==> src/source/muldiv_settings.svh <==
`ifndef MULDIV_SETTINGS_SVH
`define MULDIV_SETTINGS_SVH

// operand and result word width
// both units and the result bus use it
`define MULDIV_WIDTH 32

// width of one partial product operand
// always half a word
`define MULDIV_HALF 16

// divider iteration counter width
// counts 31 down to -1 so the msb acts as a sign bit
// one bit wider than a bit index into the word
`define MULDIV_CNT_W 6

`endif

==> src/source/muldiv_pkg.sv <==
`include "muldiv_settings.svh"

// types shared by the multiply/divide unit
package muldiv_pkg;

	// one data word
	typedef logic [`MULDIV_WIDTH-1:0] word_t;

	// which unit put the word on the result bus
	typedef enum logic
	{
		SRC_MUL = 1'b0,
		SRC_DIV = 1'b1
	} res_src_t;

endpackage

==> src/source/mul_unit.sv <==
`include "muldiv_settings.svh"

// low word of a full-width product
// built from three half-width partial products
// the high x high term only lands above the low word so it is never formed
module mul_unit
	import muldiv_pkg::*;
(
	input logic clk,
	input logic rst,
	input logic start,
	input word_t x,
	input word_t y,
	input logic grant,
	output logic idle,
	output logic done,
	output word_t prod
);

	// operand latches
	word_t x_q;
	word_t y_q;

	// low x low and the two cross terms
	word_t pp_ll;
	word_t pp_lh;
	word_t pp_hl;

	// cross terms added before the shift
	word_t cross_sum;

	logic busy;
	// low while the partial products are pending
	logic phase;
	logic accept;
	logic pp_en;
	logic sum_en;

	// start only counts while idle
	assign accept = start && !busy;
	assign idle = !busy;

	// stage strobes, nothing moves once done is up
	assign pp_en = busy && !done && !phase;
	assign sum_en = busy && !done && phase;

	assign cross_sum = pp_lh + pp_hl;

	always_ff @(posedge clk)
	begin
		if (rst)
		begin
			busy <= 1'b0;
			phase <= 1'b0;
			done <= 1'b0;
		end
		else if (accept)
		begin
			busy <= 1'b1;
			phase <= 1'b0;
		end
		else if (grant)
		begin
			// result taken by the arbiter
			busy <= 1'b0;
			done <= 1'b0;
		end
		else if (pp_en)
		begin
			phase <= 1'b1;
		end
		else if (sum_en)
		begin
			done <= 1'b1;
		end
	end

	always_ff @(posedge clk)
	begin
		if (accept)
		begin
			x_q <= x;
			y_q <= y;
		end
		// first stage, three multiplies in parallel
		if (pp_en)
		begin
			pp_ll <= x_q[`MULDIV_HALF-1:0] * y_q[`MULDIV_HALF-1:0];
			pp_lh <= x_q[`MULDIV_HALF-1:0] * y_q[`MULDIV_WIDTH-1:`MULDIV_HALF];
			pp_hl <= x_q[`MULDIV_WIDTH-1:`MULDIV_HALF] * y_q[`MULDIV_HALF-1:0];
		end
		// second stage
		// cross terms move up by half a word, their top half falls off
		if (sum_en)
		begin
			prod <= pp_ll + (cross_sum << `MULDIV_HALF);
		end
	end

	// the arbiter only grants a unit that holds a finished product
	assert property (@(posedge clk) disable iff (rst) grant |-> done);

endmodule

==> src/source/div_unit.sv <==
`include "muldiv_settings.svh"

// non-restoring divider, one quotient digit per cycle
// signed mode works on magnitudes and fixes the signs at the end
// quotient truncates toward zero, remainder follows the numerator sign
// division by zero is undefined
module div_unit
	import muldiv_pkg::*;
(
	input logic clk,
	input logic rst,
	input logic start,
	input logic is_signed,
	input word_t num,
	input word_t denom,
	input logic grant,
	output logic idle,
	output logic done,
	output word_t quot,
	output word_t rem
);

	// phase encodings after the load edge
	localparam logic [1:0] PH_NEG = 2'd0;
	// first iteration edge only loads the working value
	localparam logic [1:0] PH_SETUP = 2'd1;
	localparam logic [1:0] PH_ITER = 2'd2;
	localparam logic [1:0] PH_FIX = 2'd3;

	logic busy;
	logic [1:0] phase;
	// digit index, ends at -1
	logic [`MULDIV_CNT_W-1:0] cnt;

	// operands, turned into magnitudes in place
	word_t num_q;
	word_t den_q;
	logic sgn_q;
	logic num_neg;
	logic den_neg;

	// partial remainder, double width plus a sign bit
	logic [2*`MULDIV_WIDTH:0] p_rem;
	logic [2*`MULDIV_WIDTH:0] p_shift;
	logic [2*`MULDIV_WIDTH:0] p_next;
	// divisor aligned with the upper half of the partial remainder
	logic [2*`MULDIV_WIDTH:0] d_ext;
	logic p_neg;

	// one bit per step
	// set for a +1 digit, clear for a -1 digit
	word_t q_dig;
	word_t q_bin;
	word_t r_mag;

	logic accept;
	logic neg_en;
	logic setup_en;
	logic iter_en;
	logic fix_en;

	assign accept = start && !busy;
	assign idle = !busy;

	assign neg_en = busy && !done && (phase == PH_NEG);
	assign setup_en = busy && !done && (phase == PH_SETUP);
	assign iter_en = busy && !done && (phase == PH_ITER);
	assign fix_en = busy && !done && (phase == PH_FIX);

	assign p_neg = p_rem[2*`MULDIV_WIDTH];
	assign d_ext = {1'b0, den_q, {`MULDIV_WIDTH{1'b0}}};
	assign p_shift = {p_rem[2*`MULDIV_WIDTH-1:0], 1'b0};

	// subtract on a positive remainder, add back on a negative one
	assign p_next = p_neg ? (p_shift + d_ext) : (p_shift - d_ext);

	// digit word to binary, one less if the last remainder went negative
	assign q_bin = q_dig - ~q_dig - word_t'(p_neg);

	// low half of the remainder is zero here
	// so the divisor adds straight onto the upper half
	assign r_mag = p_neg
		? (p_rem[2*`MULDIV_WIDTH-1:`MULDIV_WIDTH] + den_q)
		: p_rem[2*`MULDIV_WIDTH-1:`MULDIV_WIDTH];

	always_ff @(posedge clk)
	begin
		if (rst)
		begin
			busy <= 1'b0;
			done <= 1'b0;
			phase <= PH_NEG;
			cnt <= '1;
		end
		else if (accept)
		begin
			busy <= 1'b1;
			phase <= PH_NEG;
		end
		else if (grant)
		begin
			busy <= 1'b0;
			done <= 1'b0;
		end
		else if (neg_en)
		begin
			phase <= PH_SETUP;
		end
		else if (setup_en)
		begin
			cnt <= `MULDIV_CNT_W'(`MULDIV_WIDTH - 1);
			phase <= PH_ITER;
		end
		else if (iter_en)
		begin
			cnt <= cnt - 1'b1;
			// digit 0 is the last step
			if (cnt == '0)
			begin
				phase <= PH_FIX;
			end
		end
		else if (fix_en)
		begin
			done <= 1'b1;
		end
	end

	always_ff @(posedge clk)
	begin
		// load edge records the signs before the negation
		if (accept)
		begin
			num_q <= num;
			den_q <= denom;
			sgn_q <= is_signed;
			num_neg <= num[`MULDIV_WIDTH-1];
			den_neg <= denom[`MULDIV_WIDTH-1];
		end
		if (neg_en)
		begin
			if (sgn_q && num_neg)
			begin
				num_q <= -num_q;
			end
			if (sgn_q && den_neg)
			begin
				den_q <= -den_q;
			end
		end
		if (setup_en)
		begin
			p_rem <= {{(`MULDIV_WIDTH + 1){1'b0}}, num_q};
		end
		if (iter_en)
		begin
			p_rem <= p_next;
			q_dig[cnt[`MULDIV_CNT_W-2:0]] <= !p_neg;
		end
		// correction and sign fix-up
		if (fix_en)
		begin
			quot <= (sgn_q && (num_neg ^ den_neg)) ? -q_bin : q_bin;
			rem <= (sgn_q && num_neg) ? -r_mag : r_mag;
		end
	end

	// counter never leaves 31 down to -1 during an operation
	assert property (@(posedge clk) disable iff (rst)
		busy |-> ($signed(cnt) >= -1) && ($signed(cnt) <= `MULDIV_WIDTH - 1));

endmodule

==> src/source/result_arbiter.sv <==
`include "muldiv_settings.svh"

// shares one registered result bus between the two units
// grants come straight from the done levels
// a tie goes to the unit that was not served last
module result_arbiter
	import muldiv_pkg::*;
(
	input logic clk,
	input logic rst,
	input logic mul_done,
	input word_t mul_prod,
	input logic div_done,
	input word_t div_quot,
	input word_t div_rem,
	output logic mul_grant,
	output logic div_grant,
	output word_t result,
	output word_t result_rem,
	output res_src_t result_src,
	output logic result_valid
);

	// high when the divider got the last grant
	logic last_div;

	// divider wins alone or on a tie after a multiply
	assign div_grant = div_done && (!mul_done || !last_div);
	assign mul_grant = mul_done && (!div_done || last_div);

	always_ff @(posedge clk)
	begin
		if (rst)
		begin
			result_valid <= 1'b0;
			last_div <= 1'b0;
		end
		else
		begin
			// one pulse per granted result
			result_valid <= mul_grant || div_grant;
			if (mul_grant)
			begin
				last_div <= 1'b0;
			end
			else if (div_grant)
			begin
				last_div <= 1'b1;
			end
		end
	end

	// bus holds its last value between pulses
	always_ff @(posedge clk)
	begin
		if (mul_grant)
		begin
			result <= mul_prod;
			// no remainder for a product
			result_rem <= '0;
			result_src <= SRC_MUL;
		end
		else if (div_grant)
		begin
			result <= div_quot;
			result_rem <= div_rem;
			result_src <= SRC_DIV;
		end
	end

	// a served unit drops done so it never wins two cycles in a row
	assert property (@(posedge clk) disable iff (rst) mul_grant |=> !mul_grant);
	assert property (@(posedge clk) disable iff (rst) div_grant |=> !div_grant);

endmodule

==> src/source/muldiv_top.sv <==
`include "muldiv_settings.svh"

// multiplier and divider side by side
// both read the same operands and share the result bus
module muldiv_top
	import muldiv_pkg::*;
(
	input logic clk,
	input logic rst,
	input logic mul_start,
	input logic div_start,
	input logic div_signed,
	input word_t a,
	input word_t b,
	output logic mul_idle,
	output logic div_idle,
	output word_t result,
	output word_t result_rem,
	output res_src_t result_src,
	output logic result_valid
);

	// multiplier to arbiter
	logic mul_done;
	logic mul_grant;
	word_t mul_prod;

	// divider to arbiter
	logic div_done;
	logic div_grant;
	word_t div_quot;
	word_t div_rem;

	mul_unit u_mul
	(
		.clk(clk),
		.rst(rst),
		.start(mul_start),
		.x(a),
		.y(b),
		.grant(mul_grant),
		.idle(mul_idle),
		.done(mul_done),
		.prod(mul_prod)
	);

	// a is the numerator, b the denominator
	div_unit u_div
	(
		.clk(clk),
		.rst(rst),
		.start(div_start),
		.is_signed(div_signed),
		.num(a),
		.denom(b),
		.grant(div_grant),
		.idle(div_idle),
		.done(div_done),
		.quot(div_quot),
		.rem(div_rem)
	);

	result_arbiter u_arb
	(
		.clk(clk),
		.rst(rst),
		.mul_done(mul_done),
		.mul_prod(mul_prod),
		.div_done(div_done),
		.div_quot(div_quot),
		.div_rem(div_rem),
		.mul_grant(mul_grant),
		.div_grant(div_grant),
		.result(result),
		.result_rem(result_rem),
		.result_src(result_src),
		.result_valid(result_valid)
	);

endmodule

==> config.mk <==
export PLATFORM = sky130hd
export DESIGN_NAME = muldiv_top
export DESIGN_NICKNAME = d
export VERILOG_FILES = /design/src/source/muldiv_pkg.sv /design/src/source/mul_unit.sv /design/src/source/div_unit.sv /design/src/source/result_arbiter.sv /design/src/source/muldiv_top.sv
export VERILOG_INCLUDE_DIRS = /design/src /design/src/source
export SDC_FILE = /design/constraint.sdc
export NUM_CORES = 2
export LEC_CHECK = 0
export BUFFER_PORTS_ARGS = -buffer_cell sky130_fd_sc_hd__buf_4
export CORE_ASPECT_RATIO = 0.9
export CORE_MARGIN = 3
export CORE_UTILIZATION = 45
export DETAILED_ROUTE_END_ITERATION = 8
export SLEW_MARGIN = 20
export SYNTH_ARGS = -nofsm -noshare
export SYNTH_HDL_FRONTEND = slang
export SYNTH_SLANG_ARGS = --single-unit
==> constraint.sdc <==
create_clock -name clk -period 9.25 [get_ports clk]
set_clock_uncertainty 0.15 [all_clocks]
set_input_delay 0.925 -clock clk [delete_from_list [all_inputs] [get_ports clk]]
set_output_delay 0.925 -clock clk [all_outputs]
set_load 0.01 [all_outputs]
==> results.py <==
metrics = {
    "run_status": {
        "status": "complete, no violations",
    },
    "pwr": {
        "p_clk_share_pct": 14.4,
        "leakagePower_nw": 18.8,
        "pwr-share-comb_pct": 63.8,
        "peakVddDrop_mv": 0.343,
        "power_frac_seq_pct": 21.8,
        "netSwitchingFraction_pct": 45.1,
        "power.density_nw_per_um2": 339,
        "p_switching_mw": 6.65,
        "power.internal_mw": 8.10,
    },
    "place": {
        "place_area_um2": 41700,
        "port-buffer-count": 136,
        "dp.cells": 5186,
        "place_hpwl_mm": 76.8,
        "dp_worst_setup_slack_ns": 1.91,
        "routabilityCongestion": 0.865,
    },
    "layout": {
        "finish.utilization_pct": 50.3,
        "area_growth_pct": 9.97,
        "final_layout_size_suffix_gt1_share_pct": 8.00,
        "fin_nets": 4826,
        "fin_area_um2": 43500,
        "instances_no_fill": 5283,
        "fill_cells": 8111,
        "final_common_cell": "inv_1",
        "final_cell_mix": "512 x inv_1, 511 x nand2_1, 358 x fa_1",
    },
    "synthesis": {
        "synthArstFlopShare_pct": 0,
        "synth-simple-area-share_pct": 16.2,
        "synth_edf_count": 357,
        "synth_top_family_by_area": "adder cells",
        "synth_compound_area_share_pct": 9.75,
        "synthAdderAreaFrac_pct": 27.7,
        "synth-seq-cells": 467,
        "synth_xor_area_share_pct": 5.99,
        "syn_nets": 4772,
        "ys_warn_count": 0,
        "syn_avg_cell_area_um2": 9.79,
        "synth-main-ff-cell": "edfxtp_1",
        "syn_area_um2": 39600,
        "ys_seq_area_share_pct": 32.7,
        "synthMuxAreaShare_pct": 1.15,
        "synth_cells": 4042,
        "ys_types": 76,
    },
    "cts": {
        "cts.sinks": 467,
        "cts_hold_buf": 0,
        "clkTransAtPathRegs_ns": 0.06,
        "postCtsSetupBuffers": 0,
        "cts_made_buffers": 50,
        "cts_tree": "done",
        "clock_path_buffers": 3,
        "cts_root_buffer": "clkbuf_16",
        "htreeDepth": 2,
        "worstSkewPairLatency_ns": 0.61,
        "ctsResizeCount": 0,
    },
    "job": {
        "drv_cap": 0,
    },
    "timing": {
        "post-route-period-util_pct": 78.5,
        "worst_slack_ns": 1.99,
        "setup_viol": 0,
        "timing.setup.tns_ns": 0,
        "tightestPinTransition_ns": 1.09,
        "min_period_ns": 7.26,
        "slew_headroom_pct": 27.2,
        "fmax_mhz": 138,
        "final-max-slew-violation-count": 0,
        "hold_viol": 0,
        "rsz0062_at_grt": "false",
    },
    "setup_path": {
        "required_ns": 9.44,
        "cp-start-kind": "flip-flop",
        "timing.rr.start": "u_mul.x_q[7]",
        "slowest_delay_ns": 1.06,
        "crit_family": "adder cells",
        "crit_path_top_delay_cell": "edfxtp_1",
        "endpoint_kind": "flip-flop",
        "r2r_cells": 22,
        "cp-endpoint": "u_mul.pp_ll[31]",
        "cp_common_cell": "fa_1",
        "path_buf_inv": 3,
        "cp.arrival_ns": 7.45,
        "timing.rr.end": "u_mul.pp_ll[31]",
        "worst-setup-path-type": "reg2reg",
        "cp.depth": 22,
        "crit_fanout": 25,
        "rrSetupSlack_ns": 1.99,
        "path_cells": "nand2_1 -> fa_1 -> inv_1 -> fa_1 -> fa_1 -> fa_1 -> fa_1 -> inv_1 -> fa_1 -> inv_1 -> ha_1 -> a21o_1 -> a21o_1 -> a21o_1 -> a21o_1 -> a21o_1 -> a221o_1 -> a22o_1 -> a2111oi_0 -> o21bai_1 -> a21oi_1 -> xnor2_1",
        "cp-startpoint": "u_mul.x_q[7]",
    },
    "global_routing": {
        "antenna_found_initial": 8,
        "grt_pass1_wl_mm": 158,
        "grt_usage_pct": 21.8,
        "grt_max_degree": 67,
        "grt-ovfl-total": 0,
        "grt_pass1_vias": 28200,
    },
    "detailed_routing": {
        "post_drt_wl_per_cell_um": 18.9,
        "final_antenna_net_count": 0,
        "via_count": 28400,
        "dr.pass1.iters": 6,
        "drt_iter0_drc": 1980,
        "drc_errors": 0,
        "routed_via_density": 5.37,
        "finalWirelength_mm": 100,
    },
    "floorplan": {
        "io_pins": 137,
        "die_w_um": 319,
        "die_h_um": 287,
        "die_area_um2": 91500,
        "initial_core_util_pct": 45.7,
        "rows": 102,
        "coreArea_um2": 86500,
    },
    "min_path": {
        "hp-class": "reg2reg",
    },
}
==> power groups by stage <==
stage / clock network [mW] / logic, mW / registers [mW]
floorplan: 0 / 6.69 / 3.11
global placement: 0 / 9.36 / 3.26
global route: 2.26 / 10.7 / 3.24
finish: 2.13 / 9.41 / 3.21
detailed placement: 0 / 9.44 / 3.26
CTS: 2.19 / 9.50 / 3.22
==> layer usage <==
layer	track usage [%]	routed length (µm)	vias up
li1	-	-	13600
met1	30.6	45100	13900
met2	34.5	45100	760
met3	4.96	7540	112
met4	5.09	2020	8
met5	1.01	161	-
==> cell usage after synthesis (13+ instances only) <==
| master | number | share of area [%] |
|---|---|---|
| a21o_1 | 46 | 0.87 |
| a21oi_1 | 205 | 2.6 |
| a221o_1 | 18 | 0.46 |
| a22o_1 | 34 | 0.75 |
| a311oi_1 | 17 | 0.38 |
| a31oi_1 | 19 | 0.30 |
| and2_1 | 273 | 4.3 |
| and3_1 | 17 | 0.27 |
| clkbuf_1 | 168 | 1.6 |
| dfxtp_1 | 110 | 5.6 |
| edfxtp_1 | 357 | 27 |
| fa_1 | 358 | 18 |
| ha_1 | 303 | 9.6 |
| inv_1 | 512 | 4.9 |
| mux2_2 | 35 | 1.0 |
| nand2_1 | 514 | 4.9 |
| nand2b_1 | 21 | 0.33 |
| nand3_1 | 46 | 0.58 |
| nand4_1 | 14 | 0.22 |
| nor2_1 | 243 | 2.3 |
| nor2b_1 | 19 | 0.30 |
| nor3_1 | 57 | 0.72 |
| nor3b_1 | 13 | 0.25 |
| nor4_1 | 22 | 0.35 |
| o211ai_1 | 14 | 0.27 |
| o21a_1 | 19 | 0.36 |
| o21ai_0 | 88 | 1.1 |
| o21bai_1 | 20 | 0.38 |
| or3_1 | 36 | 0.57 |
| xnor2_1 | 170 | 3.8 |
| xor2_1 | 98 | 2.2 |
==> area by class of cell <==
class                           instances  area, µm²  share of cell area (%)
Antenna cell                            1       2.50                 0.00575
Multi-Input combinational cell       2884      24100                    55.4
Clock inverter                         29        359                   0.825
Tap cell                             1144       1430                    3.29
Clock buffer                           65       1390                    3.19
Sequential cell                       467      12900                    29.7
Timing Repair Buffer                  179       1380                    3.18
Inverter                              514       1930                    4.43
==> flip-flops by register name, indices dropped and copies added, names as in the netlist, 31 cells and up <==
name              cells
u_div.p_rem          65
u_arb.result         32
u_arb.result_rem     32
u_div.den_q          32
u_div.num_q          32
u_div.quot           32
u_div.rem            32
u_mul.pp_ll          32
u_mul.prod           32
u_mul.x_q            32
u_mul.y_q            32
u_div.q_dig          31
==> worst min path at each step <==
stage,end,depth (start not counted),startpoint,slack [ns]
final,u_mul.prod[7],0,u_mul.pp_ll[7],0.26
after global routing,u_mul.prod[7],0,u_mul.pp_ll[7],0.28
after CTS,u_mul.prod[7],0,u_mul.pp_ll[7],0.26
after detailed placement,u_mul.prod[8],0,u_mul.pp_ll[8],0.26
after global placement,u_mul.prod[15],0,u_mul.pp_ll[15],0.25
after floorplan,u_mul.prod[0],0,u_mul.pp_ll[0],0.25
==> worst reg2reg max path, stage by stage (launching register included) <==
cell	delay, ns
edfxtp_1	1.06
nand2_1	0.17
fa_1	0.53
inv_1	0.05
fa_1	0.56
fa_1	0.44
fa_1	0.46
fa_1	0.51
inv_1	0.06
fa_1	0.35
inv_1	0.07
ha_1	0.31
a21o_1	0.20
a21o_1	0.16
a21o_1	0.17
a21o_1	0.17
a21o_1	0.17
a221o_1	0.38
a22o_1	0.20
a2111oi_0	0.43
o21bai_1	0.13
a21oi_1	0.19
xnor2_1	0.08
==> stage by stage <==
stage	hold slack (ns)	power, mW
2_1_floorplan	0.250	9.80
3_3_place_gp	0.251	12.6
3_5_place_dp	0.255	12.7
4_1_cts	0.263	14.9
5_1_grt	0.278	16.2
6_report	0.260	14.8
==> cells by family after synthesis <==
kind of cell | after synthesis
AND/OR/NAND/NOR | 1326
buffers and inverters | 691
adder cells (fa/ha/maj) | 661
AO/OA/AOI/OAI | 587
flip-flops | 467
XOR/XNOR | 269
multiplexers | 41
Note: power is estimated with default switching activity, not from simulation.
